[src/rtl/decode_pkg.sv]
package decode_pkg;

    localparam int XLEN  = 32;
    localparam int REG_W = 5;

    localparam logic [XLEN-1:0] RESET_PC = 32'h8000_0000;

    // ----------------------------------------
    // Major opcodes
    // ----------------------------------------
    localparam logic [6:0] OPC_OP     = 7'b0110011;
    localparam logic [6:0] OPC_OP_IMM = 7'b0010011;
    localparam logic [6:0] OPC_LUI    = 7'b0110111;
    localparam logic [6:0] OPC_AUIPC  = 7'b0010111;
    localparam logic [6:0] OPC_LOAD   = 7'b0000011;
    localparam logic [6:0] OPC_STORE  = 7'b0100011;
    localparam logic [6:0] OPC_BRANCH = 7'b1100011;
    localparam logic [6:0] OPC_JAL    = 7'b1101111;
    localparam logic [6:0] OPC_JALR   = 7'b1100111;

    // ----------------------------------------
    // Micro-ops
    // ----------------------------------------
    localparam int UOP_W = 7;

    localparam logic [UOP_W-1:0] ALU_ADD  = 7'h01;
    localparam logic [UOP_W-1:0] ALU_SUB  = 7'h02;
    localparam logic [UOP_W-1:0] ALU_AND  = 7'h03;
    localparam logic [UOP_W-1:0] ALU_OR   = 7'h04;
    localparam logic [UOP_W-1:0] ALU_XOR  = 7'h05;
    localparam logic [UOP_W-1:0] ALU_SLT  = 7'h06;
    localparam logic [UOP_W-1:0] ALU_SLTU = 7'h07;
    localparam logic [UOP_W-1:0] ALU_SLL  = 7'h08;
    localparam logic [UOP_W-1:0] ALU_SRL  = 7'h09;
    localparam logic [UOP_W-1:0] ALU_SRA  = 7'h0a;

    localparam logic [UOP_W-1:0] CFU_BEQ  = 7'h01;
    localparam logic [UOP_W-1:0] CFU_BNE  = 7'h02;
    localparam logic [UOP_W-1:0] CFU_BLT  = 7'h03;
    localparam logic [UOP_W-1:0] CFU_BGE  = 7'h04;
    localparam logic [UOP_W-1:0] CFU_BLTU = 7'h05;
    localparam logic [UOP_W-1:0] CFU_BGEU = 7'h06;
    localparam logic [UOP_W-1:0] CFU_JALI = 7'h07;
    localparam logic [UOP_W-1:0] CFU_JALR = 7'h08;

    localparam int LSU_SIGNED = 0;             // Sign extend load data
    localparam int LSU_LOAD   = 3;
    localparam int LSU_STORE  = 4;

    localparam logic [1:0] LSU_BYTE = 2'b01;   // Width codes in uop bits 2:1
    localparam logic [1:0] LSU_HALF = 2'b10;
    localparam logic [1:0] LSU_WORD = 2'b11;

    // ----------------------------------------
    // Functional units and traps
    // ----------------------------------------
    localparam int FU_W   = 3;
    localparam int FU_ALU = 0;
    localparam int FU_LSU = 1;
    localparam int FU_CFU = 2;

    localparam logic [REG_W-1:0] TRAP_IACCESS = 5'd1;
    localparam logic [REG_W-1:0] TRAP_IOPCODE = 5'd2;

    // Operand source selects
    localparam logic [1:0] OPRA_ZERO = 2'd0;
    localparam logic [1:0] OPRA_RS1  = 2'd1;
    localparam logic [1:0] OPRA_PCIM = 2'd2;
    localparam logic [1:0] OPRB_ZERO = 2'd0;
    localparam logic [1:0] OPRB_RS2  = 2'd1;
    localparam logic [1:0] OPRB_IMM  = 2'd2;
    localparam logic [1:0] OPRC_ZERO = 2'd0;
    localparam logic [1:0] OPRC_RS2  = 2'd1;
    localparam logic [1:0] OPRC_PCIM = 2'd2;

    // rd, opr a/b/c, uop, fu, trap, rs1, rs2, instruction word
    localparam int STAGE_W = 3 * REG_W + 4 * XLEN + UOP_W + FU_W + 1;

    // ----------------------------------------
    // Instruction formats
    // ----------------------------------------
    typedef struct packed {
        logic [6:0]       funct7;
        logic [REG_W-1:0] rs2;
        logic [REG_W-1:0] rs1;
        logic [2:0]       funct3;
        logic [REG_W-1:0] rd;
        logic [6:0]       opcode;
    } instr_r_t;

    typedef struct packed {
        logic [11:0]      imm_11_0;
        logic [REG_W-1:0] rs1;
        logic [2:0]       funct3;
        logic [REG_W-1:0] rd;
        logic [6:0]       opcode;
    } instr_i_t;

    typedef struct packed {
        logic [6:0]       imm_11_5;
        logic [REG_W-1:0] rs2;
        logic [REG_W-1:0] rs1;
        logic [2:0]       funct3;
        logic [4:0]       imm_4_0;
        logic [6:0]       opcode;
    } instr_s_t;

    typedef struct packed {
        logic             imm_12;
        logic [5:0]       imm_10_5;
        logic [REG_W-1:0] rs2;
        logic [REG_W-1:0] rs1;
        logic [2:0]       funct3;
        logic [3:0]       imm_4_1;
        logic             imm_11;
        logic [6:0]       opcode;
    } instr_b_t;

    typedef struct packed {
        logic [19:0]      imm_31_12;
        logic [REG_W-1:0] rd;
        logic [6:0]       opcode;
    } instr_u_t;

    typedef struct packed {
        logic             imm_20;
        logic [9:0]       imm_10_1;
        logic             imm_11;
        logic [7:0]       imm_19_12;
        logic [REG_W-1:0] rd;
        logic [6:0]       opcode;
    } instr_j_t;

    typedef union packed {
        logic [XLEN-1:0] raw;
        instr_r_t        r;
        instr_i_t        i;
        instr_s_t        s;
        instr_b_t        b;
        instr_u_t        u;
        instr_j_t        j;
    } instr_t;

endpackage
[src/rtl/decode_stage.sv]
`timescale 1ns/100ps

module decode_stage import decode_pkg::*; (
    input  logic             g_clk,
    input  logic             g_resetn,
    input  logic             i_s1_valid,
    output logic             o_s1_busy,
    input  logic [XLEN-1:0]  i_s1_data,
    input  logic             i_s1_error,
    input  logic             i_s1_flush,
    output logic [REG_W-1:0] o_s1_rs1_addr,
    output logic [REG_W-1:0] o_s1_rs2_addr,
    input  logic [XLEN-1:0]  i_s1_rs1_rdata,
    input  logic [XLEN-1:0]  i_s1_rs2_rdata,
    input  logic             i_cf_req,        // Control flow change request
    input  logic [XLEN-1:0]  i_cf_target,
    input  logic             i_cf_ack,
    output logic             o_s2_valid,
    input  logic             i_s2_busy,
    output logic [REG_W-1:0] o_s2_rd,         // Trap cause on a trap
    output logic [XLEN-1:0]  o_s2_opr_a,
    output logic [XLEN-1:0]  o_s2_opr_b,
    output logic [XLEN-1:0]  o_s2_opr_c,
    output logic [UOP_W-1:0] o_s2_uop,
    output logic [FU_W-1:0]  o_s2_fu,
    output logic             o_s2_trap,
    output logic [REG_W-1:0] o_s2_rs1_addr,
    output logic [REG_W-1:0] o_s2_rs2_addr,
    output logic [XLEN-1:0]  o_s2_instr
);

    logic [FU_W-1:0]    dec_fu;
    logic [UOP_W-1:0]   dec_uop;
    logic [REG_W-1:0]   dec_rd;
    logic               dec_trap;
    logic [1:0]         opra_sel;
    logic [1:0]         oprb_sel;
    logic [1:0]         oprc_sel;
    logic [XLEN-1:0]    imm;
    logic [XLEN-1:0]    pc_imm;
    logic [XLEN-1:0]    pc_plus_imm;
    logic [XLEN-1:0]    opr_a;
    logic [XLEN-1:0]    opr_b;
    logic [XLEN-1:0]    opr_c;
    logic               advance;
    logic [STAGE_W-1:0] s1_bundle;
    logic [STAGE_W-1:0] s2_bundle;

    assign advance = i_s1_valid && !o_s1_busy;  // Item accepted this cycle

    instr_decoder instr_decoder_i (
        .i_instr    (i_s1_data),
        .i_error    (i_s1_error),
        .o_fu       (dec_fu),
        .o_uop      (dec_uop),
        .o_rd       (dec_rd),
        .o_rs1_addr (o_s1_rs1_addr),
        .o_rs2_addr (o_s1_rs2_addr),
        .o_opra_sel (opra_sel),
        .o_oprb_sel (oprb_sel),
        .o_oprc_sel (oprc_sel),
        .o_trap     (dec_trap)
    );

    immediate_extract immediate_extract_i (
        .i_instr  (i_s1_data),
        .o_imm    (imm),
        .o_pc_imm (pc_imm)
    );

    program_counter program_counter_i (
        .g_clk         (g_clk),
        .g_resetn      (g_resetn),
        .i_advance     (advance),
        .i_cf_req      (i_cf_req),
        .i_cf_ack      (i_cf_ack),
        .i_cf_target   (i_cf_target),
        .i_pc_imm      (pc_imm),
        .o_pc_plus_imm (pc_plus_imm)
    );

    operand_select operand_select_i (
        .i_opra_sel    (opra_sel),
        .i_oprb_sel    (oprb_sel),
        .i_oprc_sel    (oprc_sel),
        .i_rs1_rdata   (i_s1_rs1_rdata),
        .i_rs2_rdata   (i_s1_rs2_rdata),
        .i_imm         (imm),
        .i_pc_plus_imm (pc_plus_imm),
        .o_opr_a       (opr_a),
        .o_opr_b       (opr_b),
        .o_opr_c       (opr_c)
    );

    // ----------------------------------------
    // Stage register bundle
    // ----------------------------------------
    assign s1_bundle = {dec_rd, opr_a, opr_b, opr_c, dec_uop, dec_fu, dec_trap,
                        o_s1_rs1_addr, o_s1_rs2_addr, i_s1_data};

    assign {o_s2_rd, o_s2_opr_a, o_s2_opr_b, o_s2_opr_c, o_s2_uop, o_s2_fu, o_s2_trap,
            o_s2_rs1_addr, o_s2_rs2_addr, o_s2_instr} = s2_bundle;

    stage_register #(
        .WIDTH (STAGE_W)
    ) stage_register_i (
        .g_clk    (g_clk),
        .g_resetn (g_resetn),
        .i_valid  (i_s1_valid),
        .i_data   (s1_bundle),
        .i_flush  (i_s1_flush),
        .i_busy   (i_s2_busy),
        .o_valid  (o_s2_valid),
        .o_data   (s2_bundle),
        .o_busy   (o_s1_busy)
    );

endmodule

[src/rtl/stage_register.sv]
`timescale 1ns/100ps

module stage_register #(
    parameter int WIDTH = 8
) (
    input  logic             g_clk,
    input  logic             g_resetn,
    input  logic             i_valid,
    input  logic [WIDTH-1:0] i_data,
    input  logic             i_flush,     // Drop the held item
    input  logic             i_busy,      // Next stage stalled
    output logic             o_valid,
    output logic [WIDTH-1:0] o_data,
    output logic             o_busy
);

    assign o_busy = i_busy || i_flush;

    always_ff @(posedge g_clk) begin
        if (!g_resetn || i_flush) begin
            o_valid <= 1'b0;
        end else if (!o_busy) begin
            o_valid <= i_valid;
        end
    end

    // Payload, loaded on an accept
    always_ff @(posedge g_clk) begin
        if (!g_resetn) begin
            o_data <= '0;
        end else if (i_valid && !o_busy) begin
            o_data <= i_data;
        end
    end

    assert property (@(posedge g_clk) disable iff (!g_resetn)
        o_valid && i_busy && !i_flush |=> $stable(o_data))
        else $error("stage_register: held data changed under back-pressure");

endmodule

[src/rtl/operand_select.sv]
`timescale 1ns/100ps

module operand_select import decode_pkg::*; (
    input  logic [1:0]      i_opra_sel,
    input  logic [1:0]      i_oprb_sel,
    input  logic [1:0]      i_oprc_sel,
    input  logic [XLEN-1:0] i_rs1_rdata,
    input  logic [XLEN-1:0] i_rs2_rdata,
    input  logic [XLEN-1:0] i_imm,
    input  logic [XLEN-1:0] i_pc_plus_imm,
    output logic [XLEN-1:0] o_opr_a,
    output logic [XLEN-1:0] o_opr_b,
    output logic [XLEN-1:0] o_opr_c
);

    always_comb begin
        case (i_opra_sel)
            OPRA_RS1:  o_opr_a = i_rs1_rdata;
            OPRA_PCIM: o_opr_a = i_pc_plus_imm;   // auipc result
            default:   o_opr_a = '0;
        endcase

        case (i_oprb_sel)
            OPRB_RS2: o_opr_b = i_rs2_rdata;
            OPRB_IMM: o_opr_b = i_imm;
            default:  o_opr_b = '0;
        endcase

        case (i_oprc_sel)
            OPRC_RS2:  o_opr_c = i_rs2_rdata;     // Store data
            OPRC_PCIM: o_opr_c = i_pc_plus_imm;   // Branch or jump target
            default:   o_opr_c = '0;
        endcase
    end

endmodule

[src/rtl/program_counter.sv]
`timescale 1ns/100ps

module program_counter import decode_pkg::*; (
    input  logic            g_clk,
    input  logic            g_resetn,
    input  logic            i_advance,      // Instruction accepted
    input  logic            i_cf_req,
    input  logic            i_cf_ack,
    input  logic [XLEN-1:0] i_cf_target,
    input  logic [XLEN-1:0] i_pc_imm,
    output logic [XLEN-1:0] o_pc_plus_imm
);

    logic [XLEN-1:0] pc;

    // Redirect wins over the sequential advance
    always_ff @(posedge g_clk) begin
        if (!g_resetn) begin
            pc <= RESET_PC;
        end else if (i_cf_req && i_cf_ack) begin
            pc <= i_cf_target;
        end else if (i_advance) begin
            pc <= pc + XLEN'(4);
        end
    end

    assign o_pc_plus_imm = pc + i_pc_imm;   // Old PC for this cycle's item

endmodule

[src/rtl/immediate_extract.sv]
`timescale 1ns/100ps

module immediate_extract import decode_pkg::*; (
    input  instr_t          i_instr,
    output logic [XLEN-1:0] o_imm,
    output logic [XLEN-1:0] o_pc_imm      // Added to the PC
);

    logic [XLEN-1:0] imm_i;
    logic [XLEN-1:0] imm_s;
    logic [XLEN-1:0] imm_b;
    logic [XLEN-1:0] imm_u;
    logic [XLEN-1:0] imm_j;
    logic [XLEN-1:0] imm_shamt;
    logic            is_shift;

    assign imm_i = {{20{i_instr.i.imm_11_0[11]}}, i_instr.i.imm_11_0};
    assign imm_s = {{20{i_instr.s.imm_11_5[6]}}, i_instr.s.imm_11_5, i_instr.s.imm_4_0};
    assign imm_b = {{19{i_instr.b.imm_12}}, i_instr.b.imm_12, i_instr.b.imm_11,
                    i_instr.b.imm_10_5, i_instr.b.imm_4_1, 1'b0};
    assign imm_u = {i_instr.u.imm_31_12, 12'b0};
    assign imm_j = {{11{i_instr.j.imm_20}}, i_instr.j.imm_20, i_instr.j.imm_19_12,
                    i_instr.j.imm_11, i_instr.j.imm_10_1, 1'b0};
    assign imm_shamt = {27'b0, i_instr.r.rs2};  // Shift amount sits in rs2 slot

    assign is_shift = i_instr.r.opcode == OPC_OP_IMM && i_instr.r.funct3[1:0] == 2'b01;

    always_comb begin
        case (i_instr.u.opcode)
            OPC_OP_IMM:         o_imm = is_shift ? imm_shamt : imm_i;
            OPC_LOAD, OPC_JALR: o_imm = imm_i;
            OPC_STORE:          o_imm = imm_s;
            OPC_LUI, OPC_AUIPC: o_imm = imm_u;
            default:            o_imm = '0;
        endcase
        case (i_instr.u.opcode)
            OPC_BRANCH: o_pc_imm = imm_b;
            OPC_JAL:    o_pc_imm = imm_j;
            OPC_AUIPC:  o_pc_imm = imm_u;
            default:    o_pc_imm = '0;
        endcase
    end

endmodule

[src/rtl/instr_decoder.sv]
`timescale 1ns/100ps

module instr_decoder import decode_pkg::*; (
    input  instr_t           i_instr,
    input  logic             i_error,     // Fetch error on this word
    output logic [FU_W-1:0]  o_fu,
    output logic [UOP_W-1:0] o_uop,
    output logic [REG_W-1:0] o_rd,
    output logic [REG_W-1:0] o_rs1_addr,
    output logic [REG_W-1:0] o_rs2_addr,
    output logic [1:0]       o_opra_sel,
    output logic [1:0]       o_oprb_sel,
    output logic [1:0]       o_oprc_sel,
    output logic             o_trap
);

    logic             legal;              // Word matched a kept instruction
    logic             rd_used;
    logic [FU_W-1:0]  fu;
    logic [UOP_W-1:0] uop;
    logic [1:0]       opra_sel;
    logic [1:0]       oprb_sel;
    logic [1:0]       oprc_sel;
    logic [2:0]       funct3;
    logic [6:0]       funct7;

    assign funct3 = i_instr.r.funct3;
    assign funct7 = i_instr.r.funct7;

    // ALU op selected by funct3 with funct7 all zero
    function automatic logic [UOP_W-1:0] alu_base(input logic [2:0] f3);
        case (f3)
            3'b000:  return ALU_ADD;
            3'b001:  return ALU_SLL;
            3'b010:  return ALU_SLT;
            3'b011:  return ALU_SLTU;
            3'b100:  return ALU_XOR;
            3'b101:  return ALU_SRL;
            3'b110:  return ALU_OR;
            default: return ALU_AND;
        endcase
    endfunction

    function automatic logic [1:0] lsu_width(input logic [1:0] f3_low);
        case (f3_low)
            2'b00:   return LSU_BYTE;
            2'b01:   return LSU_HALF;
            default: return LSU_WORD;
        endcase
    endfunction

    // ----------------------------------------
    // Opcode and funct matching
    // ----------------------------------------
    always_comb begin
        legal    = 1'b1;
        rd_used  = 1'b1;
        fu       = '0;
        uop      = '0;
        opra_sel = OPRA_ZERO;
        oprb_sel = OPRB_ZERO;
        oprc_sel = OPRC_ZERO;
        case (i_instr.r.opcode)
            OPC_OP: begin
                fu[FU_ALU] = 1'b1;
                opra_sel   = OPRA_RS1;
                oprb_sel   = OPRB_RS2;
                if (funct7 == 7'h00) begin
                    uop = alu_base(funct3);
                end else if (funct7 == 7'h20 && funct3 == 3'b000) begin
                    uop = ALU_SUB;
                end else if (funct7 == 7'h20 && funct3 == 3'b101) begin
                    uop = ALU_SRA;
                end else begin
                    legal = 1'b0;
                end
            end
            OPC_OP_IMM: begin
                fu[FU_ALU] = 1'b1;
                opra_sel   = OPRA_RS1;
                oprb_sel   = OPRB_IMM;
                uop        = alu_base(funct3);
                if (funct3 == 3'b101 && funct7 == 7'h20) begin
                    uop = ALU_SRA;
                end else if (funct3[1:0] == 2'b01 && funct7 != 7'h00) begin
                    legal = 1'b0;                     // Shift with bad funct7
                end
            end
            OPC_LUI: begin
                fu[FU_ALU] = 1'b1;
                uop        = ALU_OR;                  // Zero OR immediate
                oprb_sel   = OPRB_IMM;
            end
            OPC_AUIPC: begin
                fu[FU_ALU] = 1'b1;
                uop        = ALU_ADD;
                opra_sel   = OPRA_PCIM;
            end
            OPC_LOAD: begin
                fu[FU_LSU]      = 1'b1;
                opra_sel        = OPRA_RS1;
                oprb_sel        = OPRB_IMM;
                uop[LSU_LOAD]   = 1'b1;
                uop[LSU_SIGNED] = funct3 == 3'b000 || funct3 == 3'b001;  // lb, lh
                uop[2:1]        = lsu_width(funct3[1:0]);
                legal           = funct3 inside {3'b000, 3'b001, 3'b010, 3'b100, 3'b101};
            end
            OPC_STORE: begin
                fu[FU_LSU]     = 1'b1;
                opra_sel       = OPRA_RS1;
                oprb_sel       = OPRB_IMM;
                oprc_sel       = OPRC_RS2;            // Store data
                uop[LSU_STORE] = 1'b1;
                uop[2:1]       = lsu_width(funct3[1:0]);
                rd_used        = 1'b0;
                legal          = funct3 inside {3'b000, 3'b001, 3'b010};
            end
            OPC_BRANCH: begin
                fu[FU_CFU] = 1'b1;
                opra_sel   = OPRA_RS1;
                oprb_sel   = OPRB_RS2;
                oprc_sel   = OPRC_PCIM;               // Branch target
                rd_used    = 1'b0;
                case (funct3)
                    3'b000:  uop = CFU_BEQ;
                    3'b001:  uop = CFU_BNE;
                    3'b100:  uop = CFU_BLT;
                    3'b101:  uop = CFU_BGE;
                    3'b110:  uop = CFU_BLTU;
                    3'b111:  uop = CFU_BGEU;
                    default: legal = 1'b0;
                endcase
            end
            OPC_JAL: begin
                fu[FU_CFU] = 1'b1;
                uop        = CFU_JALI;
                oprc_sel   = OPRC_PCIM;
            end
            OPC_JALR: begin
                fu[FU_CFU] = 1'b1;
                uop        = CFU_JALR;
                opra_sel   = OPRA_RS1;
                oprb_sel   = OPRB_IMM;
                legal      = funct3 == 3'b000;
            end
            default: legal = 1'b0;
        endcase
    end

    // ----------------------------------------
    // Outputs, masked on a trap
    // ----------------------------------------
    assign o_trap     = i_error || !legal;
    assign o_fu       = o_trap ? '0 : fu;
    assign o_uop      = o_trap ? '0 : uop;
    assign o_opra_sel = o_trap ? OPRA_ZERO : opra_sel;
    assign o_oprb_sel = o_trap ? OPRB_ZERO : oprb_sel;
    assign o_oprc_sel = o_trap ? OPRC_ZERO : oprc_sel;

    // Fetch error outranks an illegal word
    assign o_rd = i_error ? TRAP_IACCESS :
                  !legal  ? TRAP_IOPCODE :
                  rd_used ? i_instr.r.rd : '0;

    assign o_rs1_addr = (o_opra_sel == OPRA_RS1) ? i_instr.r.rs1 : '0;
    assign o_rs2_addr = (o_oprb_sel == OPRB_RS2 || o_oprc_sel == OPRC_RS2) ?
                        i_instr.r.rs2 : '0;

    assert final ($onehot0(o_fu))
        else $error("instr_decoder: unit is not one-hot");
    assert final (o_trap == (o_fu == '0))
        else $error("instr_decoder: unit set on a trap or missing on a legal word");

endmodule

[config.mk]
export PLATFORM = sky130hd
export DESIGN_NAME = decode_stage
export DESIGN_NICKNAME = d
export VERILOG_FILES = /design/src/rtl/decode_pkg.sv /design/src/rtl/decode_stage.sv /design/src/rtl/stage_register.sv /design/src/rtl/operand_select.sv /design/src/rtl/program_counter.sv /design/src/rtl/immediate_extract.sv /design/src/rtl/instr_decoder.sv
export SDC_FILE = /design/constraint.sdc
export NUM_CORES = 1
export LEC_CHECK = 0
export BUFFER_PORTS_ARGS = -buffer_cell sky130_fd_sc_hd__buf_2
export CAP_MARGIN = 20
export CORE_AREA = 5 5 113 194
export DETAILED_ROUTE_END_ITERATION = 6
export DIE_AREA = 0 0 118 199
export PLACE_DENSITY = 0.8
export REMOVE_ABC_BUFFERS = 1
export SETUP_SLACK_MARGIN = 0.5
export SYNTH_ARGS = -nofsm -noshare
export SYNTH_HDL_FRONTEND = slang
export SYNTH_SLANG_ARGS = --single-unit
[constraint.sdc]
create_clock -name g_clk -period 5 [get_ports g_clk]
set_clock_uncertainty 0.1 [all_clocks]
set_input_delay 0.25 -clock g_clk [delete_from_list [all_inputs] [get_ports g_clk]]
set_output_delay 0.25 -clock g_clk [all_outputs]
set_load 0.02 [all_outputs]
# [Word level (Yosys, flattened, before mapping)]
# Cells that the tools add are included.
[word_totals] ff_bits=187 elab_cells=106 out_inout_bits=166 inputBits=136
[classes] n_mux=43 add_sub_neg=2 n_reduce_logical=34 eq_ne=24
[op_table] op="32-bit case mux with 2 select lines" n=3
[op_table] op="32-bit case mux with 4 select lines" n=1
[op_table] op="32-bit two-way mux" n=3
[op_table] op="32-bit case mux with 3 select lines" n=1
[op_table] op="32-bit by 3-bit adder with 32-bit output (second input constant)" n=1
[op_table] op="32-bit adder" n=1
[op_table] op="7-bit by 6-bit == test with 1-bit output (second input constant)" n=4
[op_table] op="4-bit case mux with 7 select lines" n=1
[op_table] op="5-bit two-way mux" n=5
[op_table] op="7-bit == test (second input constant)" n=3
[op_table] op="3-bit case mux with 6 select lines" n=1
[op_table] op="2-bit case mux with 2 select lines" n=4
[op_table] op="7-bit by 5-bit == test with 1-bit output (second input constant)" n=2
[op_table] op="7-bit two-way mux" n=2
[op_table] op="2-bit OR reduction" n=7
[op_table] op="3-bit == test (second input constant)" n=4
[op_table] op="4-bit two-way mux" n=3
[op_table] op="2-bit case mux with 6 select lines" n=1
[op_table] op="6-bit OR reduction" n=2
[op_table] op="1-bit two-way mux" n=9
[op_table] op="2-bit by 1-bit == test with 1-bit output (second input constant)" n=4
[op_table] op="1-bit case mux with 4 select lines" n=2
[op_table] op="7-bit by 2-bit == test with 1-bit output (second input constant)" n=1
[op_table] op="7-bit zero test" n=1
[op_table] op="20 further kinds" n=37

# [Logic depth before layout (Yosys ltp)]
[depth] ltp_word=12 mapped_depth=16 ltp_nobuf=13

# [By module]
# From an unflattened synthesis, not the netlist that was laid out.
[hier_totals] hier_cells=1601 hier_area_um2=12584.6
[modules_own_cells] module="stage_register" n_inst=1 seq_area_each_um2=3103.0 area_per_inst_um2=6157.2 cells_per_inst=672
[modules_own_cells] module="program_counter" n_inst=1 seq_area_each_um2=640.6 area_per_inst_um2=3463.3 cells_per_inst=465
[modules_own_cells] module="operand_select" n_inst=1 seq_area_each_um2=0.0 area_per_inst_um2=1398.8 cells_per_inst=231
[modules_own_cells] module="instr_decoder" n_inst=1 seq_area_each_um2=0.0 area_per_inst_um2=813.3 cells_per_inst=129
[modules_own_cells] module="immediate_extract" n_inst=1 seq_area_each_um2=0.0 area_per_inst_um2=738.2 cells_per_inst=103
[modules_own_cells] module="decode_stage" n_inst=1 seq_area_each_um2=0.0 area_per_inst_um2=13.8 cells_per_inst=1

# [Worst setup path after synthesis]
# OpenSTA, ideal clock, no wires.
[synth_path] kind="in2reg" startpoint="input i_s1_data[4]" endpoint="register stage_register_i.o_data[84]" setup_slack_ps=1463 arrival_time_ps=3310 setup_time_ps=126 required_ps=4774 n_path_buf=2 path_stages=14 cell_sequence="and4b_1 clkbuf_1 nor3b_1 a22o_1 ha_1 fa_1 a211oi_1 o31a_1 a211o_1 and3_4 buf_6 o41ai_2 xnor2_1 o22ai_1"
[synth_between] elab_chain_len=8 elab_cells_between_ends=21 classes_between="1 x add/sub; 11 x eq/ne; 5 x mux; 4 x reduce/logical"
[synth_rtl] item="start: declaration" line="decode_stage.sv:8" text="input logic [XLEN-1:0] i_s1_data,"
[synth_rtl] item="branches (longest 7 deep; another with 32-bit adder)"
[synth_rtl] item="32-bit case mux with 2 select lines (*)" line="operand_select.sv:29" text="case (i_oprc_sel)"
[synth_rtl] item="end signal: assignment" line="stage_register.sv:32" text="o_data <= i_data;"
[synth_rtl] item="end: declaration" line="stage_register.sv:13" text="output logic [WIDTH-1:0] o_data,"
# Mark *: on every way between the ends.
# A chain may end at the register's enable or synchronous reset.

# [Final worst setup path]
[layout_path] startpoint="input i_s1_data[3]" endpoint="register stage_register_i.o_data[135]"
[layout_between] elab_chain_len=8 elab_cells_between_ends=21 classes_between="1 x add/sub; 11 x eq/ne; 5 x mux; 4 x reduce/logical"
[layout_rtl] item="branches (longest 7 deep; another with 32-bit adder)"
[layout_rtl] item="32-bit case mux with 2 select lines (*)" line="operand_select.sv:17" text="case (i_opra_sel)"
# Marks and branches as above.

==> flow_summary.json <==
{
  "ant_nets": 0,
  "synth_top_area_share_pct": 35.5,
  "drt_first_pass_iters": 7,
  "num_vias": 11577,
  "hold_violations": 0,
  "die_area_um2": 23500,
  "syn_area_um2": 10400,
  "grt.overflow.total": 0,
  "ys_warn_count": 0,
  "endpoint_kind": "flip-flop",
  "ys.flop_type": "dfxtp_1",
  "synth_area_leaders": "dfxtp_1 35%, nand2_1 7.1%, a21oi_1 5.0%",
  "worst-path-max-fanout": 14,
  "slew_headroom_pct": 30.3,
  "cts_tree": "yes",
  "drt_iter0_markers": 1064,
  "cts_buffers": 17,
  "core_area_um2": 20200,
  "grt_util_all_layers_pct": 33.6,
  "num_rows": 69,
  "pin_count": 302,
  "io_buffers": 299,
  "max-vdd-ir-drop_mv": 0.240,
  "fmax_mhz": 233,
  "cts_root_buf": "clkbuf_16",
  "gp_congestion": 1.00,
  "clk-insertion-delay-late_ps": 450,
  "drv_slew": 0,
  "clkTransAtPathRegs_ps": 70,
  "fin_crit_ps": 4300,
  "synth_top_area_cell": "dfxtp_1",
  "routed_wl_um": 41300,
  "power.density_nw_per_um2": 250,
  "synth_cell_types": 81,
  "dp_cells": 1784,
  "drc": 3,
  "vias_per_cell": 6.20,
  "grt_setup_unrepaired": "false",
  "grt_pass1_wl_um": 62000,
  "postSynthCellCount": 1305,
  "syn_to_final_growth_pct": 24.9,
  "die_w_um": 118,
  "ys_ff_latch": 185,
  "initial_core_util_pct": 51.7,
  "crit_type": "in -> reg",
  "crit_path_cell_trace": "dlygate4sd3_1 -> buf_2 -> and3b_1 -> nand3_1 -> nor2_1 -> buf_4 -> or2_2 -> a21o_1 -> ha_1 -> a21oi_1 -> o21a_1 -> nor4b_1 -> o221a_2 -> xor2_1 -> o22ai_1",
  "fin_tns_setup_ps": 0,
  "avgSynthCellArea_um2": 8.00,
  "cts.sinks": 185,
  "start_kind": "primary input",
  "post-route-period-util_pct": 86.0,
  "tightest_slew_ps": 1040,
  "leakage_nw": 5.64,
  "arrival_ps": 4510,
  "layout.nets": 1777,
  "multiInputGateArea_um2": 6200,
  "status": "finished, violations left",
  "slowest_delay_ps": 520,
  "slowest_stage": "dlygate4sd3_1",
  "drive_gt1_share_pct": 23.7,
  "violations": "design-rule violations",
  "max_cap_viol_count": 0,
  "mostFrequentLayoutCells": "299 x buf_2, 196 x nand2_1, 185 x dfxtp_1",
  "final_common_cell": "buf_2",
  "ys_seq_area_share_pct": 35.5,
  "clock_path_buffers": 2,
  "grt_start_max_net_pins": 73,
  "required_ps": 5210,
  "fillers": 1833,
  "synth_edf_count": 0,
  "antenna_found_initial": 2,
  "grt_pass1_vias": 11087,
  "hold_path.class": "in -> reg",
  "h-tree-depth": 4,
  "setup_viol_count_final": 0,
  "die_h_um": 199,
  "hpwlAfterDp_um": 31200,
  "instances_no_fill": 1867,
  "seq_area_um2": 3700,
  "synth-async-reset-ratio_pct": 0,
  "avgRoutedWirePerCell_um": 22.1
}
[layer usage]
metal	GRT usage (%)	wire, um	vias up
li1	-	-	5348
met1	37.3	14800	5471
met2	58.4	20600	598
met3	5.78	2880	160
met4	22.7	3010	0
met5	0	0	-
[worst max-delay path: cells and delay by family]
kind	cells	cell delay [ps]
buffers and inverters	3	900
XOR/XNOR	1	400
AO/OA/AOI/OAI	5	1300
adder cells (fa/ha/maj)	1	360
AND/OR/NAND/NOR	5	1290
[state kept, by name (all words and copies together), names as in the netlist]
register and flops:
stage_register_i.o_data 152, stage_register_i.o_valid 1, program_counter_i.pc 32
[kinds of logic (layout without fill, tap and decap cells)]
logic type	count (synthesis)	in the layout	share of synthesized area, %
buf+inv	112	422	5.30
other cells	1	5	0.0359
simple gates	463	463	20.5
mux	6	6	0.575
xor+xnor	51	51	4.28
flops	185	185	35.5
compound gates	449	449	29.2
fa+ha+maj	38	38	4.63
[area by class of cell]
cell class	count	area share [%]
clock inverters	12	0.864
well taps	248	2.38
diodes	3	0.0576
flip-flops and latches	185	28.4
clock buffers	20	3.50
multi-input cells	1009	47.6
inverters	16	0.480
repair buffers	374	16.7
[stage by stage]
stage	utilization (%)	power, mW	setup WS [ps]	cell area, um^2	hold WS (ps)
finish	64.5	3.26	701	13000	1.66
global route	64.5	3.35	602	13000	20.6
CTS	64.5	3.25	723	13000	0.917
detailed placement	59.3	1.91	843	12000	339
global placement	59.3	1.91	825	12000	331
floorplan	-	1.73	923	9950	229
[cells in the mapped netlist, drive strengths merged (20+ instances only)]
master    n
a211oi   34
a21o     33
a21oi   105
a221oi   22
a22o     37
a22oi    59
and2     22
clkbuf   83
dfxtp   185
ha       37
nand2   198
nand3    24
nor2    118
o21ai    68
o22ai    25
xnor2    31
xor2     20
[report_power, final]
| group | leakage, nW | total [mW] | switching [mW] | internal (mW) |
|---|---|---|---|---|
| Sequential | 1.50 | 1.53 | 0.0283 | 1.50 |
| Combinational | 3.86 | 0.393 | 0.249 | 0.144 |
| Clock | 0.278 | 1.34 | 0.619 | 0.718 |
[worst paths after layout]
kind                                            start                                        end  slack, ps  depth (start not counted)
min                                i_s1_rs1_rdata[23]  stage_register_i.o_data[140]$_SDFFE_PN0P_          2                          3
max                                      i_s1_data[3]  stage_register_i.o_data[135]$_SDFFE_PN0P_        700                         15
min reg2reg  stage_register_i.o_data[91]$_SDFFE_PN0P_   stage_register_i.o_data[91]$_SDFFE_PN0P_        350                          2
max reg2reg      program_counter_i.pc[2]$_SDFFE_PN0P_  stage_register_i.o_data[135]$_SDFFE_PN0P_       1970                          8
[repair_timing]
item	CTS	global route
setup endpoints to repair	0	6
endpoints found under the hold margin	49	0
buffers inserted	0	0
hold buffers	48	0
gates resized for setup	0	2
No activity file was read; power rests on OpenSTA's default activity.
